<file path="src/hdl/uart_pkg.sv">
package uart_pkg;

   // channel field of paddr is four bits wide
   localparam int MAX_CH = 16;

   // register offset within a channel, taken from paddr[3:2]
   typedef enum logic [1:0] {
      REG_STATUS = 2'd0,  // flags, read clears overrun
      REG_DATA   = 2'd1,  // write sends a byte, read pops the held byte
      REG_CTRL   = 2'd2   // bit 0 is the receive interrupt enable
   } reg_sel_e;

   // one-cycle strobes from the APB decoder into one channel
   typedef struct packed {
      logic       tx_load;     // write to DATA
      logic [7:0] wdata;       // low byte of pwdata
      logic       rx_pop;      // read of DATA
      logic       status_clr;  // read of STATUS
      logic       ctrl_wr;     // write to CTRL
   } ch_cmd_t;

   // live state of one channel as seen by the read path
   typedef struct packed {
      logic       tx_busy;
      logic       rx_full;
      logic       overrun;
      logic       irq_en;
      logic [7:0] rx_data;
   } ch_stat_t;

   // which channel and register the current read targets
   typedef struct packed {
      logic [3:0] ch;
      reg_sel_e   reg_sel;
      logic       rd_active;  // good read in its ACCESS phase
   } rd_sel_t;

   typedef enum logic [1:0] {
      RX_IDLE,
      RX_SHIFT,
      RX_DONE
   } rx_state_e;

   typedef enum logic {
      TX_IDLE,
      TX_SHIFT
   } tx_state_e;

endpackage

</file>
<file path="src/hdl/apb_decode.sv">
module apb_decode #(
   parameter int NUM_CH = 4
) (
   input  logic                             clk,
   input  logic                             reset_b,
   input  logic                             psel,
   input  logic                             penable,
   input  logic                             pwrite,
   input  logic [7:0]                       paddr,
   input  logic [31:0]                      pwdata,
   output logic                             pready,
   output logic                             pslverr,
   output uart_pkg::ch_cmd_t [NUM_CH-1:0]   cmd,
   output uart_pkg::rd_sel_t                rd_sel
);
   import uart_pkg::*;

   // never decode more channels than the address field can reach
   localparam int CH_LIMIT = (NUM_CH < MAX_CH) ? NUM_CH : MAX_CH;

   logic [3:0] ch_idx;
   logic [1:0] reg_off;
   reg_sel_e   reg_sel;
   logic       ch_ok;
   logic       reg_ok;
   logic       addr_ok;
   logic       access;
   logic       setup_q;
   logic       strobe;

   assign ch_idx  = paddr[7:4];
   assign reg_off = paddr[3:2];
   assign reg_sel = reg_sel_e'(reg_off);

   assign ch_ok   = int'(ch_idx) < CH_LIMIT;
   assign reg_ok  = (reg_off != 2'd3);  // offset 3 is not implemented
   assign addr_ok = ch_ok & reg_ok;

   assign access  = psel & penable;
   assign pready  = access;            // no wait states
   assign pslverr = access & ~addr_ok;

   // remembers that the previous cycle was a SETUP phase
   always_ff @(posedge clk) begin
      if (!reset_b) begin
         setup_q <= 1'b0;
      end else begin
         setup_q <= psel & ~penable;
      end
   end

   // a transfer gives one strobe even if penable were held for longer
   assign strobe = access & setup_q & addr_ok;

   always_comb begin
      cmd = '0;
      for (int i = 0; i < NUM_CH; i++) begin
         cmd[i].wdata = pwdata[7:0];
         if (strobe && (ch_idx == 4'(i))) begin
            cmd[i].tx_load    = pwrite & (reg_sel == REG_DATA);
            cmd[i].rx_pop     = ~pwrite & (reg_sel == REG_DATA);
            cmd[i].status_clr = ~pwrite & (reg_sel == REG_STATUS);
            cmd[i].ctrl_wr    = pwrite & (reg_sel == REG_CTRL);
         end
      end
   end

   // the read mux only needs the address, so it stays valid for the whole ACCESS phase
   assign rd_sel = '{
      ch:        ch_idx,
      reg_sel:   reg_sel,
      rd_active: access & ~pwrite & addr_ok
   };

endmodule

</file>
<file path="src/hdl/status_collect.sv">
module status_collect #(
   parameter int NUM_CH = 4
) (
   input  logic                            clk,
   input  logic                            reset_b,
   input  uart_pkg::ch_stat_t [NUM_CH-1:0] stat,
   input  uart_pkg::rd_sel_t               rd_sel,
   output logic [31:0]                     prdata,
   output logic                            irq
);
   import uart_pkg::*;

   ch_stat_t sel_stat;
   logic     any_req;

   // pick the addressed channel, out-of-range indices leave it at zero
   always_comb begin
      sel_stat = '0;
      for (int i = 0; i < NUM_CH; i++) begin
         if (rd_sel.ch == 4'(i)) begin
            sel_stat = stat[i];
         end
      end
   end

   // format the read word, bad or idle accesses return zero
   always_comb begin
      prdata = '0;
      if (rd_sel.rd_active) begin
         case (rd_sel.reg_sel)
            REG_STATUS: begin
               prdata[0] = sel_stat.rx_full;
               prdata[1] = sel_stat.tx_busy;
               prdata[2] = sel_stat.overrun;
               prdata[3] = sel_stat.irq_en;
            end
            REG_DATA: prdata[7:0] = sel_stat.rx_data;
            REG_CTRL: prdata[0]   = sel_stat.irq_en;
            default:  prdata      = '0;
         endcase
      end
   end

   always_comb begin
      any_req = 1'b0;
      for (int i = 0; i < NUM_CH; i++) begin
         any_req = any_req | (stat[i].rx_full & stat[i].irq_en);
      end
   end

   // registered so irq is glitch free, one cycle behind the flags
   always_ff @(posedge clk) begin
      if (!reset_b) begin
         irq <= 1'b0;
      end else begin
         irq <= any_req;
      end
   end

endmodule

</file>
<file path="src/hdl/uart_bank.sv">
module uart_bank #(
   parameter int NUM_CH       = 4,
   parameter int CLKS_PER_BIT = 16
) (
   input  logic              clk,
   input  logic              reset_b,
   input  logic              psel,
   input  logic              penable,
   input  logic              pwrite,
   input  logic [7:0]        paddr,
   input  logic [31:0]       pwdata,
   output logic [31:0]       prdata,
   output logic              pready,
   output logic              pslverr,
   output logic              irq,
   input  logic [NUM_CH-1:0] rxd,
   output logic [NUM_CH-1:0] txd
);
   import uart_pkg::*;

   ch_cmd_t  [NUM_CH-1:0] cmd;     // one strobe set per channel
   ch_stat_t [NUM_CH-1:0] stat;
   rd_sel_t               rd_sel;

   apb_decode #(
      .NUM_CH (NUM_CH)
   ) u_dec (
      .clk     (clk),
      .reset_b (reset_b),
      .psel    (psel),
      .penable (penable),
      .pwrite  (pwrite),
      .paddr   (paddr),
      .pwdata  (pwdata),
      .pready  (pready),
      .pslverr (pslverr),
      .cmd     (cmd),
      .rd_sel  (rd_sel)
   );

   for (genvar i = 0; i < NUM_CH; i++) begin : g_ch
      uart_channel #(
         .CLKS_PER_BIT (CLKS_PER_BIT)
      ) u_ch (
         .clk     (clk),
         .reset_b (reset_b),
         .cmd     (cmd[i]),
         .rxd     (rxd[i]),
         .txd     (txd[i]),
         .stat    (stat[i])
      );
   end

   status_collect #(
      .NUM_CH (NUM_CH)
   ) u_col (
      .clk     (clk),
      .reset_b (reset_b),
      .stat    (stat),
      .rd_sel  (rd_sel),
      .prdata  (prdata),
      .irq     (irq)
   );

endmodule

</file>
<file path="src/hdl/uart_channel.sv">
module uart_channel #(
   parameter int CLKS_PER_BIT = 16
) (
   input  logic               clk,
   input  logic               reset_b,
   input  uart_pkg::ch_cmd_t  cmd,
   input  logic               rxd,
   output logic               txd,
   output uart_pkg::ch_stat_t stat
);
   import uart_pkg::*;

   localparam int            CW        = $clog2(CLKS_PER_BIT + 1);
   localparam logic [CW-1:0] BIT_LAST  = CW'(CLKS_PER_BIT - 1);
   localparam logic [CW-1:0] HALF_LAST = CW'(CLKS_PER_BIT / 2 - 1);

   tx_state_e     tx_state_q;
   logic [9:0]    tx_shift_q;
   logic [CW-1:0] tx_cnt_q;
   logic [3:0]    tx_bits_q;

   rx_state_e     rx_state_q;
   logic          rx_s1_q;
   logic          rx_s2_q;
   logic          rx_prev_q;
   logic [CW-1:0] rx_cnt_q;
   logic [3:0]    rx_bits_q;
   logic [7:0]    rx_shift_q;
   logic          rx_start;
   logic          rx_tick;
   logic          rx_data_bit;
   logic          rx_done;
   logic          rx_accept;

   logic          rx_full_q;
   logic          overrun_q;
   logic          irq_en_q;
   logic [7:0]    rx_data_q;

   // transmitter, shifts out start, eight data bits and stop, lsb first
   always_ff @(posedge clk) begin
      if (!reset_b) begin
         tx_state_q <= TX_IDLE;
         tx_shift_q <= '1;  // line idles high
         tx_cnt_q   <= '0;
         tx_bits_q  <= '0;
      end else begin
         case (tx_state_q)
            TX_IDLE: begin
               if (cmd.tx_load) begin  // writes while busy never reach here
                  tx_shift_q <= {1'b1, cmd.wdata, 1'b0};
                  tx_cnt_q   <= BIT_LAST;
                  tx_bits_q  <= '0;
                  tx_state_q <= TX_SHIFT;
               end
            end
            TX_SHIFT: begin
               if (tx_cnt_q == '0) begin
                  tx_cnt_q <= BIT_LAST;
                  if (tx_bits_q == 4'd9) begin  // stop bit has had its full time
                     tx_shift_q <= '1;
                     tx_state_q <= TX_IDLE;
                  end else begin
                     tx_shift_q <= {1'b1, tx_shift_q[9:1]};
                     tx_bits_q  <= tx_bits_q + 4'd1;
                  end
               end else begin
                  tx_cnt_q <= tx_cnt_q - 1'b1;
               end
            end
            default: tx_state_q <= TX_IDLE;
         endcase
      end
   end

   assign txd = tx_shift_q[0];

   // two-flop synchronizer plus one more stage for the edge detect
   always_ff @(posedge clk) begin
      if (!reset_b) begin
         rx_s1_q   <= 1'b1;
         rx_s2_q   <= 1'b1;
         rx_prev_q <= 1'b1;
      end else begin
         rx_s1_q   <= rxd;
         rx_s2_q   <= rx_s1_q;
         rx_prev_q <= rx_s2_q;
      end
   end

   assign rx_start    = rx_prev_q & ~rx_s2_q;                    // falling edge
   assign rx_tick     = (rx_cnt_q == '0);                        // mid-bit sample point
   assign rx_data_bit = (rx_bits_q != 4'd0) && (rx_bits_q != 4'd9);

   // receiver, bit 0 is the start bit and bit 9 the stop bit
   always_ff @(posedge clk) begin
      if (!reset_b) begin
         rx_state_q <= RX_IDLE;
         rx_cnt_q   <= '0;
         rx_bits_q  <= '0;
      end else begin
         case (rx_state_q)
            RX_IDLE: begin
               if (rx_start) begin
                  rx_cnt_q   <= HALF_LAST;  // first sample lands mid start bit
                  rx_bits_q  <= '0;
                  rx_state_q <= RX_SHIFT;
               end
            end
            RX_SHIFT: begin
               if (rx_tick) begin
                  rx_cnt_q  <= BIT_LAST;
                  rx_bits_q <= rx_bits_q + 4'd1;
                  if ((rx_bits_q == 4'd0) && rx_s2_q) begin
                     rx_state_q <= RX_IDLE;  // glitch, not a real start bit
                  end else if (rx_bits_q == 4'd9) begin
                     rx_state_q <= rx_s2_q ? RX_DONE : RX_IDLE;  // bad stop drops the frame
                  end
               end else begin
                  rx_cnt_q <= rx_cnt_q - 1'b1;
               end
            end
            RX_DONE:  rx_state_q <= RX_IDLE;
            default:  rx_state_q <= RX_IDLE;
         endcase
      end
   end

   always_ff @(posedge clk) begin
      if ((rx_state_q == RX_SHIFT) && rx_tick && rx_data_bit) begin
         rx_shift_q <= {rx_s2_q, rx_shift_q[7:1]};
      end
   end

   assign rx_done   = (rx_state_q == RX_DONE);
   assign rx_accept = rx_done & (~rx_full_q | cmd.rx_pop);  // a pop in the same cycle frees the slot

   // holding register flags
   always_ff @(posedge clk) begin
      if (!reset_b) begin
         rx_full_q <= 1'b0;
         overrun_q <= 1'b0;
         irq_en_q  <= 1'b0;
      end else begin
         if (rx_accept) begin
            rx_full_q <= 1'b1;
         end else if (cmd.rx_pop) begin
            rx_full_q <= 1'b0;
         end
         // a new overrun wins over the clear, that read never saw it
         if (rx_done && !rx_accept) begin
            overrun_q <= 1'b1;
         end else if (cmd.status_clr) begin
            overrun_q <= 1'b0;
         end
         if (cmd.ctrl_wr) begin
            irq_en_q <= cmd.wdata[0];
         end
      end
   end

   always_ff @(posedge clk) begin
      if (rx_accept) begin
         rx_data_q <= rx_shift_q;  // an overrun byte is discarded here
      end
   end

   assign stat = '{
      tx_busy: (tx_state_q == TX_SHIFT),
      rx_full: rx_full_q,
      overrun: overrun_q,
      irq_en:  irq_en_q,
      rx_data: rx_data_q
   };

endmodule

</file>
<file path="config.mk">
export PLATFORM = sky130hd
export DESIGN_NAME = uart_bank
export DESIGN_NICKNAME = d
export VERILOG_FILES = /design/src/hdl/uart_pkg.sv /design/src/hdl/apb_decode.sv /design/src/hdl/status_collect.sv /design/src/hdl/uart_bank.sv /design/src/hdl/uart_channel.sv
export SDC_FILE = /design/constraint.sdc
export NUM_CORES = 1
export LEC_CHECK = 0
export ABC_AREA = 1
export BUFFER_PORTS_ARGS = -buffer_cell sky130_fd_sc_hd__clkbuf_2
export CORE_MARGIN = 2
export CORE_UTILIZATION = 45
export DETAILED_ROUTE_END_ITERATION = 12
export GPL_TIMING_DRIVEN = 0
export SYNTH_ARGS = -nofsm -noshare
export SYNTH_HDL_FRONTEND = slang
export SYNTH_HIERARCHICAL = 1
export SYNTH_SLANG_ARGS = --single-unit
</file>
<file path="constraint.sdc">
create_clock -name clk -period 6 [get_ports clk]
set_input_delay 1.2 -clock clk [delete_from_list [all_inputs] [get_ports clk]]
set_output_delay 1.2 -clock clk [all_outputs]
set_load 0.05 [all_outputs]
</file>
==> summary.txt <==
CTS
  • # H-tree levels: 1
  • Clock Path Buffers: 3
  • Latest clock arrival within the worst-skew pair: 510 ps
  • Clock Pin Slew Worst Setup and Hold Paths: 60 ps
  • # clock sinks: 210
  • Total CTS buffers: 24
  • Number of gates resized after cts: 0
  • Clock tree root buffer cell: sky130_fd_sc_hd__clkbuf_16
  • Postcts setup bufs: 0
  • TritonCTS clock tree: built
  • Post-CTS Hold Buffers: 0

Critical path
  • Endpoint required time on the critical path: 4800 ps
  • Slowest stage delay, CP: 370 ps
  • Kind of capture point of the worst setup path: output port
  • Critical Path Fanout Max: 5
  • Flop2flop setup slack: 3730 ps
  • Critical path data arrival time: 2990 ps
  • CP Cell Sequence: clkbuf_2 -> nand2_1 -> nand2_1 -> nor3_1 -> inv_1 -> nor3_1 -> o221ai_1 -> nor2_1 -> clkbuf_2
  • Slowest stage cell, crit path: sky130_fd_sc_hd__nor3_1
  • Setup crit start kind: primary input
  • Worst setup path class: in2out

Finish
  • Fraction of final layout cells sized beyond drive strength 1: 17.7%
  • Area occupied by multi-input gates: 0.00441 mm^2
  • Signed area change from the synthesized netlist to the final layout: 13.7%
  • Final-stage net count: 1458
  • Final design instance area without fill: 0.0120 mm^2
  • Total of fill cells in the finished design: 2315
  • Flip-flop and latch area: 0.00484 mm^2
  • Antenna cells: 0

Global routing
  • GR Layer Usage met1: 26.8%
  • Pin count of the biggest net entering global routing: 24
  • Remaining global-route overflow: 0
  • Number of antenna violations at the first check in global routing: 0
  • Busiest metal layer after global routing: met2
  • Met2 GRT Util: 30.1%
  • GRT met3 Usage: 3.06%
  • Global-route wire length before repair: 37.8 mm
  • Total global routing track utilization: 18.8%
  • Vias in the first global route: 7615

STA
  • Final-report max-slew violation count: 0
  • Minimum clock period: 4190 ps
  • Total negative slack for setup checks: 0 ps
  • Fmax: 0.239 GHz
  • Measured slew at the worst slew-check pin: 1280 ps
  • Final clock period utilization by the worst path: 69.8%
  • Final setup violating endpoints: 0
  • Number of hold-slack violations in the final timing report: 0
  • RSZ-0062 raised after global routing: no
  • Normalized max-slew margin: 14.0%
  • Worst setup skew after layout: 5.99 ps

Placed design
  • Global placer's final weighted congestion: 0.803
  • Quantity of I/O buffers inserted on ports: 29
  • HPWL after detailed placement: 16.2 mm
  • Area post-placement: 0.0112 mm^2

Synth
  • Share of the synthesized area in the top cell type: 27.7%
  • Number of register bits inferred by synthesis: 210
  • Number of cells produced by synthesis: 1303
  • Synth Flop Type: sky130_fd_sc_hd__dfxtp_1
  • Distinct cell type count after synthesis: 40
  • Post-synthesis async set-or-reset flop share: 0%
  • Mapped cell area: 0.0106 mm^2
  • Largest area contributor in the netlist: sky130_fd_sc_hd__dfxtp_1
  • Yosys warning count: 6
  • Portion of the post-synthesis area used by sequential elements: 45.9%
  • Leading post-synthesis cells by instance count: sky130_fd_sc_hd__nand2_1, sky130_fd_sc_hd__inv_1, sky130_fd_sc_hd__dfxtp_1, sky130_fd_sc_hd__nor2_1, sky130_fd_sc_hd__nand3_1
  • Cell with the most instances after synthesis: sky130_fd_sc_hd__nand2_1
  • Average cell area after synthesis: 8.10 um^2
  • Area contributors post-synth: sky130_fd_sc_hd__dfxtp_1, sky130_fd_sc_hd__edfxtp_1, sky130_fd_sc_hd__nand2_1, sky130_fd_sc_hd__nand3_1, sky130_fd_sc_hd__buf_4
  • Number of enable-type register cells in the synthesized netlist: 64

Drt
  • DRC errors left: 0
  • Wire length reported by the detailed router: 22.6 mm
  • Drt first-iter violations: 480
  • TritonRoute pass-1 iters: 8
  • Avg Vias per Cell: 4.82
  • Routed wirelength normalized by instance count: 13.1 um
  • Count of nets left with antenna violations after detail routing: 0
  • Vias: 8283

Power and ir drop
  • Power Dens Cells: 274 mW/mm^2
  • Switching portion of total power: 23.6%
  • Cell Int Power: 0.00251 W
  • Maximum ir drop on the vdd rail: 0.161 mV
  • Reported net switching power: 0.000776 W
  • Sequential Power Share: 45.6%
  • Portion of total power attributed to combinational logic: 8.8%
  • Leakage power figure: 5.14 nW
  • Clock share of power: 45.7%

Floorplanning
  • Total Die Area: 0.0247 mm^2
  • Die Ht: 157 um
  • Die width: 157 um
  • Effective utilization at floorplan: 45.4%
  • Standard-cell row count: 56
  • Total core area: 0.0233 mm^2
  • Number of I/O pins: 88

Run status
  • Result of the run: finished, final reports clean

Worst hold path
  • Type of the worst min-delay path: reg2reg

Flow run
  • Number of violations of the max-capacitance limit: 0
==> sequential cells by signal, summed over array words and instances, names as in the netlist <==
register and cells:
g_ch.u_ch/overrun_q 4, g_ch.u_ch/rx_s2_q 4, g_ch.u_ch/irq_en_q 4, g_ch.u_ch/tx_bits_q 16
g_ch.u_ch/rx_shift_q 32, g_ch.u_ch/rx_data_q 32, u_col/irq 1, u_dec/setup_q 1
g_ch.u_ch/tx_shift_q 36, g_ch.u_ch/rx_full_q 4, g_ch.u_ch/rx_state_q 8, g_ch.u_ch/tx_state_q 4
g_ch.u_ch/tx_cnt_q 20, g_ch.u_ch/rx_s1_q 4, g_ch.u_ch/rx_prev_q 4, g_ch.u_ch/rx_cnt_q 20
g_ch.u_ch/rx_bits_q 16
==> per-stage QoR <==
stage               std cells  util [%]  setup slack [ps]  power, W  hold WS, ps
global placement         1674      48.1              1830   0.00181          398
global route             1718      51.6              1680   0.00342          421
floorplan                1326         -              1970   0.00176          393
finish                   1718      51.6              1810   0.00329          413
detailed placement       1674      48.1              1880   0.00181          401
CTS                      1718      51.6              1840   0.00333          415
==> power groups by stage <==
stage	Clock, W	Combinational (W)	Sequential, W
6_report	0.00150	0.000289	0.00150
5_1_grt	0.00160	0.000323	0.00150
4_1_cts	0.00154	0.000289	0.00150
3_5_place_dp	0	0.000286	0.00153
3_3_place_gp	0	0.000283	0.00153
2_1_floorplan	0	0.000235	0.00152
==> final cells by class <==
cell class	instances	area share [%]
sequential	210	40.4
clock buffer	35	5.81
inverter	173	5.50
tap	319	3.33
timing repair buffer	29	1.21
multi-input combinational	839	36.7
buffer	104	6.06
clock inverter	9	1.00
==> routing by layer <==
layer | part of all wire [%] | wire [um] | vias to the layer above
li1 | - | - | 4315
met1 | 49 | 11100 | 3781
met2 | 44 | 9960 | 156
met3 | 4.9 | 1100 | 31
met4 | 1.7 | 385 | 0
met5 | 0 | 0 | -
==> worst max-delay path, delay by kind of cell <==
family,cells,cell delay (ps)
and+or+nand+nor,5,940
buffers and inverters,3,570
AOI/OAI and AO/OA,1,290
==> path summary, 6_finish.rpt <==
check | endpoint | from | depth (start not counted)
worst max-delay path | prdata[5] | paddr[2] | 9
worst min-delay path | g_ch[0].u_ch/rx_s2_q$_SDFF_PN1_ | g_ch[0].u_ch/rx_s1_q$_SDFF_PN1_ | 1
worst max register to register | g_ch[1].u_ch/rx_data_q[2]$_DFFE_PP_ | u_dec/setup_q$_SDFF_PN0_ | 6
worst min register to register | g_ch[0].u_ch/rx_s2_q$_SDFF_PN1_ | g_ch[0].u_ch/rx_s1_q$_SDFF_PN1_ | 1
==> cells by family (layout without fill, tap and decap cells) <==
family                   after synthesis  count (layout)  share of synthesized area (%)
adder cells (fa/ha/maj)               28              28                           3.32
other                                  1              24                         0.0355
AO/OA/AOI/OAI                        145             145                           8.18
buffers and inverters                277             350                           13.1
XOR/XNOR                              20              20                           1.66
flip-flops                           210             210                           45.9
AND/OR/NAND/NOR                      622             622                           27.7
==> layout by cell type (no fill, tap or decap), types with 24 or more instances in the layout <==
cell type / count
sky130_fd_sc_hd__buf_4: 79
sky130_fd_sc_hd__dfxtp_1: 146
sky130_fd_sc_hd__conb_1: 24
sky130_fd_sc_hd__inv_1: 149
sky130_fd_sc_hd__o211ai_1: 35
sky130_fd_sc_hd__nor3_1: 26
sky130_fd_sc_hd__clkbuf_2: 29
sky130_fd_sc_hd__ha_1: 28
sky130_fd_sc_hd__nand2_1: 240
sky130_fd_sc_hd__nor2_1: 142
sky130_fd_sc_hd__clkbuf_16: 25
sky130_fd_sc_hd__nand3_1: 127
sky130_fd_sc_hd__a21oi_1: 57
sky130_fd_sc_hd__edfxtp_1: 64
Note: power is estimated with default switching activity, not from simulation.
